[config.mk]
export PLATFORM = sky130hd
export DESIGN_NAME = dcache_top
export DESIGN_NICKNAME = d
export VERILOG_FILES = /design/src/hw/dcache_pkg.sv /design/src/hw/dcache_ifs.sv /design/src/hw/dcache_align.sv /design/src/hw/dcache_array.sv /design/src/hw/dcache_bus_port.sv /design/src/hw/dcache_ctrl.sv /design/src/hw/dcache_top.sv
export SDC_FILE = /design/constraint.sdc
export NUM_CORES = 2
export LEC_CHECK = 0
export BUFFER_PORTS_ARGS = -buffer_cell sky130_fd_sc_hd__buf_2
export CORE_MARGIN = 2
export CORE_UTILIZATION = 45
export CTS_CLUSTER_SIZE = 24
export DETAILED_ROUTE_END_ITERATION = 6
export GPL_ROUTABILITY_DRIVEN = 0
export SLEW_MARGIN = 20
export SYNTH_ARGS = -nofsm -noshare
export SYNTH_HDL_FRONTEND = slang
export SYNTH_HIERARCHICAL = 1
export SYNTH_SLANG_ARGS = --single-unit
[constraint.sdc]
create_clock -name clk -period 5.6 [get_ports clk]
set_clock_uncertainty 0.1 [all_clocks]
set_input_delay 1.12 -clock clk [delete_from_list [all_inputs] [get_ports clk]]
set_output_delay 1.12 -clock clk [all_outputs]
set_load 0.02 [all_outputs]
[src/hw/dcache_pkg.sv]
/*
 * L1 data cache shared definitions
 * geometry, vector types and the size and state encodings
 */
package dcache_pkg;

    ////////////////////////////////////////
    // geometry
    localparam int NUM_LINES  = 16;
    localparam int LINE_BYTES = 8;
    localparam int OFFSET_W   = 3;
    localparam int INDEX_W    = 4;
    localparam int TAG_W      = 25;
    localparam int BUS_BEATS  = 2;

    ////////////////////////////////////////
    // vector types
    typedef logic [31:0]               addr_t;
    typedef logic [63:0]               data_t;
    typedef logic [LINE_BYTES*8-1:0]   line_t;
    typedef logic [31:0]               word_t;
    typedef logic [TAG_W-1:0]          tag_t;
    typedef logic [INDEX_W-1:0]        index_t;
    typedef logic [OFFSET_W-1:0]       offset_t;
    typedef logic [LINE_BYTES-1:0]     byte_mask_t;

    // load/store size code, upper bit means zero extension
    typedef enum logic [2:0] {
        SIZE_B  = 3'd0,
        SIZE_H  = 3'd1,
        SIZE_W  = 3'd2,
        SIZE_D  = 3'd3,
        SIZE_BU = 3'd4,
        SIZE_HU = 3'd5,
        SIZE_WU = 3'd6
    } mem_size_e;

    typedef enum logic [2:0] {
        ST_IDLE,
        ST_LOOKUP,
        ST_WRITEBACK,
        ST_REFILL,
        ST_FILL
    } ctrl_state_e;

endpackage

[src/hw/dcache_ifs.sv]
/*
 * L1 data cache internal interfaces
 * array access from the controller, and refill/writeback to the bus port
 */
`timescale 1ns/1ps

interface dcache_array_if
    import dcache_pkg::*;
();
    index_t index;
    tag_t   tag;
    logic   line_we;
    line_t  line_wdata;
    logic   dirty_set;
    logic   fill;
    logic   hit;
    logic   victim_dirty;
    tag_t   victim_tag;
    line_t  rd_line;

    modport ctrl (output index, tag, line_we, line_wdata, dirty_set, fill,
                  input  hit, victim_dirty, victim_tag, rd_line);
    modport array (input  index, tag, line_we, line_wdata, dirty_set, fill,
                   output hit, victim_dirty, victim_tag, rd_line);
endinterface

interface dcache_refill_if
    import dcache_pkg::*;
();
    logic  start;
    logic  is_write;
    addr_t line_addr;
    line_t wr_line;
    logic  done;
    line_t rd_line;

    modport ctrl (output start, is_write, line_addr, wr_line,
                  input  done, rd_line);
    modport port (input  start, is_write, line_addr, wr_line,
                  output done, rd_line);
endinterface

[src/hw/dcache_align.sv]
/*
 * L1 data cache data alignment
 * load extraction with sign/zero extension and store byte merge
 */
`timescale 1ns/1ps

module dcache_align
    import dcache_pkg::*;
(
    input  offset_t   offset_i,
    input  mem_size_e size_i,
    input  line_t     line_i,
    input  data_t     wdata_i,
    output data_t     load_data_o,
    output line_t     merged_line_o
);

    line_t      shifted;
    line_t      store_line;
    byte_mask_t base_mask;
    byte_mask_t byte_mask;

    ////////////////////////////////////////
    // load path
    assign shifted = line_i >> {offset_i, 3'b000};

    always_comb begin
        case (size_i)
            SIZE_B:  load_data_o = {{56{shifted[7]}}, shifted[7:0]};
            SIZE_H:  load_data_o = {{48{shifted[15]}}, shifted[15:0]};
            SIZE_W:  load_data_o = {{32{shifted[31]}}, shifted[31:0]};
            SIZE_BU: load_data_o = {56'b0, shifted[7:0]};
            SIZE_HU: load_data_o = {48'b0, shifted[15:0]};
            SIZE_WU: load_data_o = {32'b0, shifted[31:0]};
            default: load_data_o = shifted;
        endcase
    end

    ////////////////////////////////////////
    // store path
    always_comb begin
        case (size_i)
            SIZE_B, SIZE_BU: base_mask = 8'h01;
            SIZE_H, SIZE_HU: base_mask = 8'h03;
            SIZE_W, SIZE_WU: base_mask = 8'h0F;
            default:         base_mask = 8'hFF;
        endcase
    end

    assign byte_mask  = base_mask << offset_i;
    assign store_line = line_t'(wdata_i) << {offset_i, 3'b000};

    // take masked bytes from the store data
    always_comb begin
        for (int i = 0; i < LINE_BYTES; i++) begin
            merged_line_o[i*8 +: 8] = byte_mask[i] ? store_line[i*8 +: 8] : line_i[i*8 +: 8];
        end
    end

endmodule

[src/hw/dcache_array.sv]
/*
 * L1 data cache storage
 * tag, valid, dirty and line store with combinational hit compare
 */
`timescale 1ns/1ps

module dcache_array
    import dcache_pkg::*;
(
    input  logic           clk,
    input  logic           rstn,
    dcache_array_if.array  arr
);

    logic [NUM_LINES-1:0] valid_q;
    logic [NUM_LINES-1:0] dirty_q;
    tag_t                 tag_mem [NUM_LINES];
    line_t                line_mem [NUM_LINES];

    ////////////////////////////////////////
    // lookup
    assign arr.hit          = valid_q[arr.index] && (tag_mem[arr.index] == arr.tag);
    assign arr.victim_dirty = valid_q[arr.index] && dirty_q[arr.index];
    assign arr.victim_tag   = tag_mem[arr.index];
    assign arr.rd_line      = line_mem[arr.index];

    ////////////////////////////////////////
    // line state flags
    always_ff @(posedge clk) begin
        if (rstn) begin
            valid_q <= '0;
            dirty_q <= '0;
        end else if (arr.fill) begin
            valid_q[arr.index] <= 1'b1;
            dirty_q[arr.index] <= 1'b0;
        end else if (arr.line_we && arr.dirty_set) begin
            dirty_q[arr.index] <= 1'b1;
        end
    end

    // tag and data store
    always_ff @(posedge clk) begin
        if (arr.fill || arr.line_we) begin
            line_mem[arr.index] <= arr.line_wdata;
        end
        if (arr.fill) begin
            tag_mem[arr.index] <= arr.tag;
        end
    end

    // refill only lands on a line that missed
    a_fill_on_miss: assert property (
        @(posedge clk) disable iff (rstn) arr.fill |-> !arr.hit
    );

    // store merge only into a resident line
    a_store_on_hit: assert property (
        @(posedge clk) disable iff (rstn) arr.line_we |-> arr.hit && !arr.fill
    );

endmodule

[src/hw/dcache_bus_port.sv]
/*
 * L1 data cache memory bus port
 * sequences two-beat line writeback and refill and buffers the refill words
 */
`timescale 1ns/1ps

module dcache_bus_port
    import dcache_pkg::*;
(
    input  logic           clk,
    input  logic           rstn,
    dcache_refill_if.port  rf,
    output logic           mem_cyc_o,
    output logic           mem_stb_o,
    output logic           mem_we_o,
    output addr_t          mem_adr_o,
    output word_t          mem_dat_o,
    input  word_t          mem_dat_i,
    input  logic           mem_ack_i
);

    logic  busy_q;
    logic  we_q;
    logic  beat_q;
    logic  done_q;
    logic  last_ack;
    line_t buf_q;

    assign last_ack = busy_q && mem_ack_i && (beat_q == 1'(BUS_BEATS - 1));

    ////////////////////////////////////////
    // transfer control and beat counter
    always_ff @(posedge clk) begin
        if (rstn) begin
            busy_q <= 1'b0;
            we_q   <= 1'b0;
            beat_q <= 1'b0;
            done_q <= 1'b0;
        end else begin
            done_q <= last_ack;
            if (rf.start) begin
                busy_q <= 1'b1;
                we_q   <= rf.is_write;
                beat_q <= 1'b0;
            end else if (busy_q && mem_ack_i) begin
                beat_q <= ~beat_q;
                if (last_ack) begin
                    busy_q <= 1'b0;
                end
            end
        end
    end

    // refill buffer fills low word first
    always_ff @(posedge clk) begin
        if (busy_q && mem_ack_i && !we_q) begin
            if (beat_q) begin
                buf_q[63:32] <= mem_dat_i;
            end else begin
                buf_q[31:0] <= mem_dat_i;
            end
        end
    end

    assign rf.done    = done_q;
    assign rf.rd_line = buf_q;

    ////////////////////////////////////////
    // bus outputs
    assign mem_cyc_o = busy_q;
    assign mem_stb_o = busy_q;
    assign mem_we_o  = busy_q && we_q;
    assign mem_adr_o = {rf.line_addr[31:OFFSET_W], beat_q, 2'b00};
    assign mem_dat_o = beat_q ? rf.wr_line[63:32] : rf.wr_line[31:0];

    // address and write word hold until the beat is acknowledged
    a_hold_until_ack: assert property (
        @(posedge clk) disable iff (rstn)
        (mem_stb_o && !mem_ack_i) |=> $stable(mem_adr_o) && $stable(mem_dat_o)
    );

endmodule

[src/hw/dcache_ctrl.sv]
/*
 * L1 data cache controller
 * blocking request FSM for lookup, writeback, refill and replay
 */
`timescale 1ns/1ps

module dcache_ctrl
    import dcache_pkg::*;
(
    input  logic            clk,
    input  logic            rstn,
    input  logic            req_valid_i,
    output logic            req_ready_o,
    input  logic            req_store_i,
    input  addr_t           req_addr_i,
    input  mem_size_e       req_size_i,
    input  data_t           req_wdata_i,
    output logic            resp_valid_o,
    input  line_t           merged_line_i,
    output offset_t         req_offset_o,
    output mem_size_e       req_size_o,
    output data_t           req_wdata_o,
    dcache_array_if.ctrl    arr,
    dcache_refill_if.ctrl   rf
);

    ctrl_state_e state_q;
    ctrl_state_e state_d;
    logic        start_q;
    logic        start_d;
    logic        writeback;
    logic        store_q;
    addr_t       addr_q;
    mem_size_e   size_q;
    data_t       wdata_q;

    assign req_ready_o = (state_q == ST_IDLE);
    assign writeback   = (state_q == ST_WRITEBACK);

    always_ff @(posedge clk) begin
        if (rstn) begin
            state_q <= ST_IDLE;
            start_q <= 1'b0;
        end else begin
            state_q <= state_d;
            start_q <= start_d;
        end
    end

    // accepted request
    always_ff @(posedge clk) begin
        if (req_valid_i && req_ready_o) begin
            store_q <= req_store_i;
            addr_q  <= req_addr_i;
            size_q  <= req_size_i;
            wdata_q <= req_wdata_i;
        end
    end

    assign req_offset_o = addr_q[OFFSET_W-1:0];
    assign req_size_o   = size_q;
    assign req_wdata_o  = wdata_q;

    ////////////////////////////////////////
    // array and bus port requests
    assign arr.index      = addr_q[OFFSET_W +: INDEX_W];
    assign arr.tag        = addr_q[OFFSET_W + INDEX_W +: TAG_W];
    assign arr.line_wdata = (state_q == ST_FILL) ? rf.rd_line : merged_line_i;

    assign rf.start     = start_q;
    assign rf.is_write  = writeback;
    assign rf.wr_line   = arr.rd_line;
    // victim address on writeback
    assign rf.line_addr = writeback ? {arr.victim_tag, arr.index, {OFFSET_W{1'b0}}}
                                    : {addr_q[31:OFFSET_W], {OFFSET_W{1'b0}}};

    ////////////////////////////////////////
    // next state
    always_comb begin
        state_d       = state_q;
        start_d       = 1'b0;
        resp_valid_o  = 1'b0;
        arr.line_we   = 1'b0;
        arr.dirty_set = 1'b0;
        arr.fill      = 1'b0;
        case (state_q)
            ST_IDLE: begin
                if (req_valid_i) begin
                    state_d = ST_LOOKUP;
                end
            end
            ST_LOOKUP: begin
                if (arr.hit) begin
                    resp_valid_o  = !store_q;
                    arr.line_we   = store_q;
                    arr.dirty_set = store_q;
                    state_d       = ST_IDLE;
                end else begin
                    start_d = 1'b1;
                    state_d = arr.victim_dirty ? ST_WRITEBACK : ST_REFILL;
                end
            end
            ST_WRITEBACK: begin
                if (rf.done) begin
                    start_d = 1'b1;
                    state_d = ST_REFILL;
                end
            end
            ST_REFILL: begin
                if (rf.done) begin
                    state_d = ST_FILL;
                end
            end
            ST_FILL: begin
                // install line, then replay the lookup
                arr.fill = 1'b1;
                state_d  = ST_LOOKUP;
            end
            default: state_d = ST_IDLE;
        endcase
    end

    // replayed lookup after a fill must hit
    a_replay_hits: assert property (
        @(posedge clk) disable iff (rstn) (state_q == ST_FILL) |=> arr.hit
    );

endmodule

[src/hw/dcache_top.sv]
/*
 * L1 data cache top level
 * blocking direct-mapped write-back cache with a 32-bit refill bus
 */
`timescale 1ns/1ps

module dcache_top
    import dcache_pkg::*;
(
    input  logic      clk,
    input  logic      rstn,
    // request
    input  logic      req_valid_i,
    output logic      req_ready_o,
    input  logic      req_store_i,
    input  addr_t     req_addr_i,
    input  mem_size_e req_size_i,
    input  data_t     req_wdata_i,
    // response
    output logic      resp_valid_o,
    output data_t     resp_data_o,
    // memory bus
    output logic      mem_cyc_o,
    output logic      mem_stb_o,
    output logic      mem_we_o,
    output addr_t     mem_adr_o,
    output word_t     mem_dat_o,
    input  word_t     mem_dat_i,
    input  logic      mem_ack_i
);

    line_t     merged_line;
    offset_t   req_offset;
    mem_size_e req_size;
    data_t     req_wdata;

    dcache_array_if  arr_if ();
    dcache_refill_if rf_if ();

    dcache_ctrl u_ctrl (
        .clk           (clk),
        .rstn          (rstn),
        .req_valid_i   (req_valid_i),
        .req_ready_o   (req_ready_o),
        .req_store_i   (req_store_i),
        .req_addr_i    (req_addr_i),
        .req_size_i    (req_size_i),
        .req_wdata_i   (req_wdata_i),
        .resp_valid_o  (resp_valid_o),
        .merged_line_i (merged_line),
        .req_offset_o  (req_offset),
        .req_size_o    (req_size),
        .req_wdata_o   (req_wdata),
        .arr           (arr_if.ctrl),
        .rf            (rf_if.ctrl)
    );

    dcache_array u_array (
        .clk  (clk),
        .rstn (rstn),
        .arr  (arr_if.array)
    );

    dcache_align u_align (
        .offset_i      (req_offset),
        .size_i        (req_size),
        .line_i        (arr_if.rd_line),
        .wdata_i       (req_wdata),
        .load_data_o   (resp_data_o),
        .merged_line_o (merged_line)
    );

    dcache_bus_port u_bus_port (
        .clk       (clk),
        .rstn      (rstn),
        .rf        (rf_if.port),
        .mem_cyc_o (mem_cyc_o),
        .mem_stb_o (mem_stb_o),
        .mem_we_o  (mem_we_o),
        .mem_adr_o (mem_adr_o),
        .mem_dat_o (mem_dat_o),
        .mem_dat_i (mem_dat_i),
        .mem_ack_i (mem_ack_i)
    );

endmodule

After elaboration in Yosys (flattened, before gate mapping)
Memories as Yosys holds them, arrays and structs flattened. A register that Yosys moved wholly into a read port is not among the register bits.
Cells that the tools add are included.
{ "op_classes": {"shift": 3, "reduce_logical": 24, "bitwise": 5, "n_lt_le_gt_ge": 2, "mux": 44, "eq_ne": 13} }
{ "op_table": {"columns": ["cell", "count"], "rows": [
  ["one-hot mux 64 bit (6 select lines)", 1],
  ["2-to-1 mux 32 bit", 2],
  ["2-to-1 mux 64 bit", 1],
  ["2-to-1 mux 8 bit", 8],
  ["<< shifter 64 x 6 -> 64 bit", 1],
  ["right shift 64 x 6 -> 64 bit", 1],
  ["2-to-1 mux 16 bit", 2],
  ["OR 16 bit", 2],
  ["equality test 25 bit", 1],
  ["one-hot mux 8 bit (3 select lines)", 1],
  ["2-to-1 mux 1 bit", 18],
  ["AND 16 bit", 1],
  ["NOT 16 bit", 1],
  ["one-hot mux 3 bit (5 select lines)", 1],
  ["equality test 3 bit (second input constant)", 4],
  ["2-to-1 mux 3 bit", 4],
  ["equality test 3 x 2 -> 1 bit (second input constant)", 3],
  ["binary-select mux 1 bit (select 4 bit)", 2],
  ["logical AND 1 bit", 8],
  ["2-to-1 mux 4 bit", 2],
  ["OR reduction 2 bit", 4],
  ["<< shifter 8 x 3 -> 8 bit", 1],
  ["equality test 3 x 1 -> 1 bit (second input constant)", 2],
  ["zero test 3 bit", 2],
  ["other kinds (12)", 18]
]} }
{ "totals": {"regBits": 204, "elab_cells": 107, "inputBits": 136, "n_memories": 2, "output_inout_bits": 133, "ramBits": 1424} }
{ "mem_list": {"columns": ["name", "words", "word_bits", "rd", "rd_clocked_by_memory_dff", "wr", "line_no", "rtl"], "rows": [
  ["u_array.line_mem", 16, 64, 1, 1, 1, "dcache_array.sv:18", "line_t line_mem [NUM_LINES];"],
  ["u_array.tag_mem", 16, 25, 1, 1, 1, "dcache_array.sv:17", "tag_t tag_mem [NUM_LINES];"]
]} }

Longest topological paths before layout
{ "logic_depth": {"ltp_word": 8, "ltp_mapped": 18, "mapped_depth_nobuf": 12} }

By module
Netlist, hierarchy kept.
{ "modules_own_cells": {"columns": ["mod", "seq_area_each_um2", "area_each_um2", "instances", "cells_per_inst"], "rows": [
  ["dcache_array", 43401.6, 56332.8, 1, 2431],
  ["dcache_ctrl", 3083.0, 5143.7, 1, 300],
  ["dcache_align", 0.0, 4728.3, 1, 568],
  ["dcache_bus_port", 2001.9, 2806.4, 1, 150]
]} }

Worst setup path before layout
No wires, ideal clock.
{ "synth_path": {"path_kind": "flip-flop to flip-flop", "startpoint": "register u_ctrl.addr_q[3]", "endpoint": "memory u_array/line_mem[0][0] (netlist bit), enable pin", "n_path_buf": 4, "required_ns": 5.013, "setup_ns": 0.487, "synth_period_minus_slack_ns": 6.127, "arrival_ns": 5.541, "path_slack_ns": -0.527, "stages_incl_launch_ff": 14, "path_cell_list": "edfxtp_1 > buf_6 > buf_12 > buf_4 > mux2_1 > a311o_1 > a2111oi_2 > a21oi_1 > o31ai_1 > and4_1 > and4_1 > buf_4 > o21ai_0 > nor2_1"} }
{ "synth_via": {"elab_chain_cells": 8} }
{ "synth_lines": {"columns": ["element", "line_no", "rtl"], "rows": [
  ["start, declared", "dcache_ctrl.sv:33", "addr_t addr_q;"],
  ["start signal, assigned", "dcache_ctrl.sv:54", "addr_q <= req_addr_i;"],
  ["binary-select mux 1 bit (select 4 bit)", "dcache_array.sv:22", "assign arr.hit = valid_q[arr.index] && (tag_mem[arr.index] == arr.tag);"],
  ["2-to-1 mux 1 bit (not written as such)", "dcache_array.sv:22", null],
  ["logical AND 1 bit", "dcache_array.sv:22", null],
  ["net arr_if.hit", "dcache_ifs.sv:16", "logic hit;"],
  ["2-to-1 mux 1 bit (2 in series)", null, null],
  ["net arr_if.dirty_set", "dcache_ifs.sv:14", "logic dirty_set;"],
  ["logical OR 1 bit", "dcache_array.sv:43", "if (arr.fill || arr.line_we) begin"],
  ["2-to-1 mux 1 bit", "dcache_array.sv:43", null],
  ["2-to-1 mux 1 bit (not written as such)", "dcache_array.sv:44", "line_mem[arr.index] <= arr.line_wdata;"],
  ["end, declared", "dcache_array.sv:18", null]
]} }
The timed path passes the listed nets, and every way through them passes these cells. The select of a mux whose other input is x is not followed.

Final worst setup path
{ "layout_path": {"startpoint": "register u_ctrl.addr_q[3]", "endpoint": "output port resp_valid_o"} }
{ "layout_via": {"elab_chain_cells": 5} }
{ "layout_lines": {"columns": ["element", "line_no", "rtl"], "rows": [
  ["binary-select mux 1 bit (select 4 bit)", "dcache_array.sv:22", null],
  ["2-to-1 mux 1 bit (not written as such)", "dcache_array.sv:22", null],
  ["logical AND 1 bit", "dcache_array.sv:22", null],
  ["net arr_if.hit", "dcache_ifs.sv:16", null],
  ["2-to-1 mux 1 bit", "dcache_ctrl.sv:93", "if (arr.hit) begin"],
  ["2-to-1 mux 1 bit", "dcache_ctrl.sv:86", "case (state_q)"],
  ["end, declared", "dcache_top.sv:20", "output logic resp_valid_o,"]
]} }
The timed path passes the listed nets, and every way through them passes these cells. The select of a mux whose other input is x is not followed.

==> results.md <==
* I/O pin count at 269
* Worst slew margin at 0.304
* Share of cells above drive strength 1 at 0.376
* WHS at 0.369 ns
* Highest routed layer: met5
* Max-cap violation count at 0
* Site Rows at 143
* CP most frequent cell: mux4_2
* Syn_area_per_cell at 20.0 um^2
* Max Clock Freq at 180 MHz
* Routed metal-1 wirelength at 85.4 mm
* Largest net degree at the start of global routing at 132
* Starting Density at 0.454
* Post-DP HPWL at 132 mm
* Gr ovfl total at 0
* Reg2reg start: u_ctrl/addr_q[3]
* Placement Setup Slack at 0.346 ns
* Area of the multi-input gates at 18600 um^2
* CP delay by family, top: multiplexers
* # hold bufs at CTS at 0
* Status: finished clean
* Yosys warning count at 6
* Slew Viols, Final at 0
* CTS tree: yes
* Final worst path period share at 0.990
* Root buffer cell: clkbuf_16
* Post-Syn Instances at 3445
* CP max stage delay at 0.53 ns
* FF/Latch Area at 48500 um^2
* Netlist Area Pre-Place at 69000 um^2
* Routed Antenna Nets at 0
* Maximum VDD drop at 308 uV
* Wire length per cell at 34.1 um
* Vias in the first global route at 36900
* Endpoint class of the critical path: primary output
* Insertion delay to the later sink of the worst-skew pair at 0.81 ns
* Crit Path Max Fanout at 10
* Critical Path RT at 4.38 ns
* Met2 Routed Length at 96.2 mm
* Final-layout fill cell count at 11900
* Leak at 0.0269 uW
* WP depth at 12
* Tmin final at 5.54 ns
* Overall Power at 29800 uW
* Area of the die at 156000 um^2
* Die W at 396 um
* Number of DRC markers in iteration 0 at 4380
* Routed vias/inst at 6.19
* Final Hold Fails at 0
* Slew at the pin with the worst max-slew slack at 1.04 ns
* Crit path DAT at 4.32 ns
* Placeable Area at 152000 um^2
* GRT Util Overall at 0.262
* Worst Setup Path Type: reg2out
* CP max stage cell: mux4_2
* RSZ-0062 raised after global routing: true
* Die Ht at 396 um
* Capture point of the worst reg-to-reg path: u_array/line_mem[13][6]
* H-tree Lvls at 4
* Setup WS post-layout at 0.0568 ns
* Met3 WL post-DR at 19.4 mm
* Critical Path, Cell by Cell: buf_12 -> buf_16 -> buf_6 -> mux4_2 -> mux4_2 -> xnor2_2 -> nand2_1 -> nor3_2 -> and4_4 -> nand3_1 -> nor2_1 -> buf_2
* TritonCTS Buffers at 169
* First-pass GRT wire length at 288 mm
* Port bufs at 266
* Initial antenna violation count at 17
* Dpl cells at 5684
* CP Launch Type: flop
* Area after DPL at 74400 um^2
* Critical Path Start: u_ctrl/addr_q[3]
* Cell Count, Final, Fillers Out at 6073
* Final Cell Area at 80800 um^2
* Clock buffer depth at 3
* Worst R2R Path Depth at 16
* Crit path buffers/inverters at 4
* PwrDens at 369 nW/um^2
* Flop-to-flop setup slack at 0.64 ns
* DRC Markers at 0
* Layout net count at 4046
* Worst setup path end: resp_valid_o
* Final Setup Violations at 0
* Via Count at 37600
* Detailed Routing Iterations Pass 1 at 6
* Synth-to-Final Area Change at 17.1%
* Total wire length at 207 mm
* CTS Sinks at 1628
* Clk pin slew, worst setup/hold paths at 0.06 ns
* Hold Crit Class: reg2reg
[metrics by stage]
stage / setup TNS [ns] / util
after detailed placement: 0 / 0.489
final: 0 / 0.531
after global placement: 0 / 0.489
after floorplan: -535.80 / -
after CTS: -0.0129 / 0.529
after global routing: -0.0982 / 0.531
[timing repair]
item	4_1_cts	5_1_grt
gates cloned	10	5
endpoints found under the setup margin	62	57
pin swaps	5	0
gates resized for setup	45	17
endpoints found under the hold margin	0	0
buffers inserted	44	26
[how the worst min path moves through the flow]
stage | from | end | slack [ns] | cells past startpoint
floorplan | u_array/valid_q[10] | u_array/valid_q[10] | 0.33 | 2
global placement | u_array/valid_q[9] | u_array/valid_q[9] | 0.34 | 2
detailed placement | u_array/valid_q[3] | u_array/valid_q[3] | 0.35 | 2
CTS | req_addr_i[7] | u_ctrl/addr_q[7] | 0.33 | 1
global route | req_addr_i[27] | u_ctrl/addr_q[27] | 0.36 | 1
finish | u_array/valid_q[6] | u_array/valid_q[6] | 0.37 | 2
[power by group]
group	switching (uW)	total [uW]	internal, uW
sequential	209	14300	14100
combinational	3080	4970	1890
clock	4710	10600	5890
total	8000	29800	21800
[state kept, by name, summed over array words and instances, names as in the netlist, named ones only]
name                   cells
u_ctrl/req_size_o          3
u_ctrl/req_wdata_o        64
u_bus_port/rf.rd_line     64
u_array/tag_mem          400
u_bus_port/rf.done         1
u_bus_port/mem_cyc_o       1
u_ctrl/rf.start            1
u_array/line_mem        1024
u_ctrl/addr_q             32
u_bus_port/we_q            1
u_ctrl/state_q             3
u_array/valid_q           16
u_bus_port/beat_q          1
u_ctrl/store_q             1
[worst min-delay path, stage by stage, from the launching register on]
cell	delay [ns]
dfxtp_1	0.32
nor2_1	0.05
nor2_1	0.07
[cell usage in the layout, fill, tap and decap left out, types with 8 or more instances in the layout]
cell,instances
nand4_1,35
clkbuf_16,176
mux4_2,462
a221oi_1,9
xor2_1,8
nand2_1,120
nand3_1,19
nor2_1,91
a2bb2oi_1,8
buf_6,12
buf_2,265
clkinv_1,46
buf_4,191
o21ai_1,8
diode_2,8
nor3_1,28
clkbuf_1,37
mux2i_1,150
mux2i_2,8
nor2_4,32
dfxtp_1,39
mux2_4,65
edfxtp_1,1588
nand2b_1,13
inv_1,15
nor2b_1,21
a31oi_1,10
o21ai_0,47
a211oi_1,9
clkinv_2,20
a21oi_1,45
o22ai_1,11
o211ai_1,13
mux2_2,85
buf_12,115
a22oi_1,16
xnor2_1,19
buf_16,14
mux2_1,21
a221o_1,9
[per-layer routing]
metal	global-route usage	up-vias
met1	0.380	20100
met3	0.0576	301
li1	-	15100
met2	0.400	1981
met4	0.0782	8
met5	0	-
[final cells by class]
cell class | count | area share
Antenna cell | 8 | 0.000248
Inverter | 17 | 0.000790
Tap cell | 2030 | 0.0314
Sequential cell | 1628 | 0.600
Clock inverter | 88 | 0.00886
Timing Repair Buffer | 609 | 0.0732
Multi-Input combinational cell | 1485 | 0.231
Clock buffer | 208 | 0.0547
(Power assumes the default switching activity.)
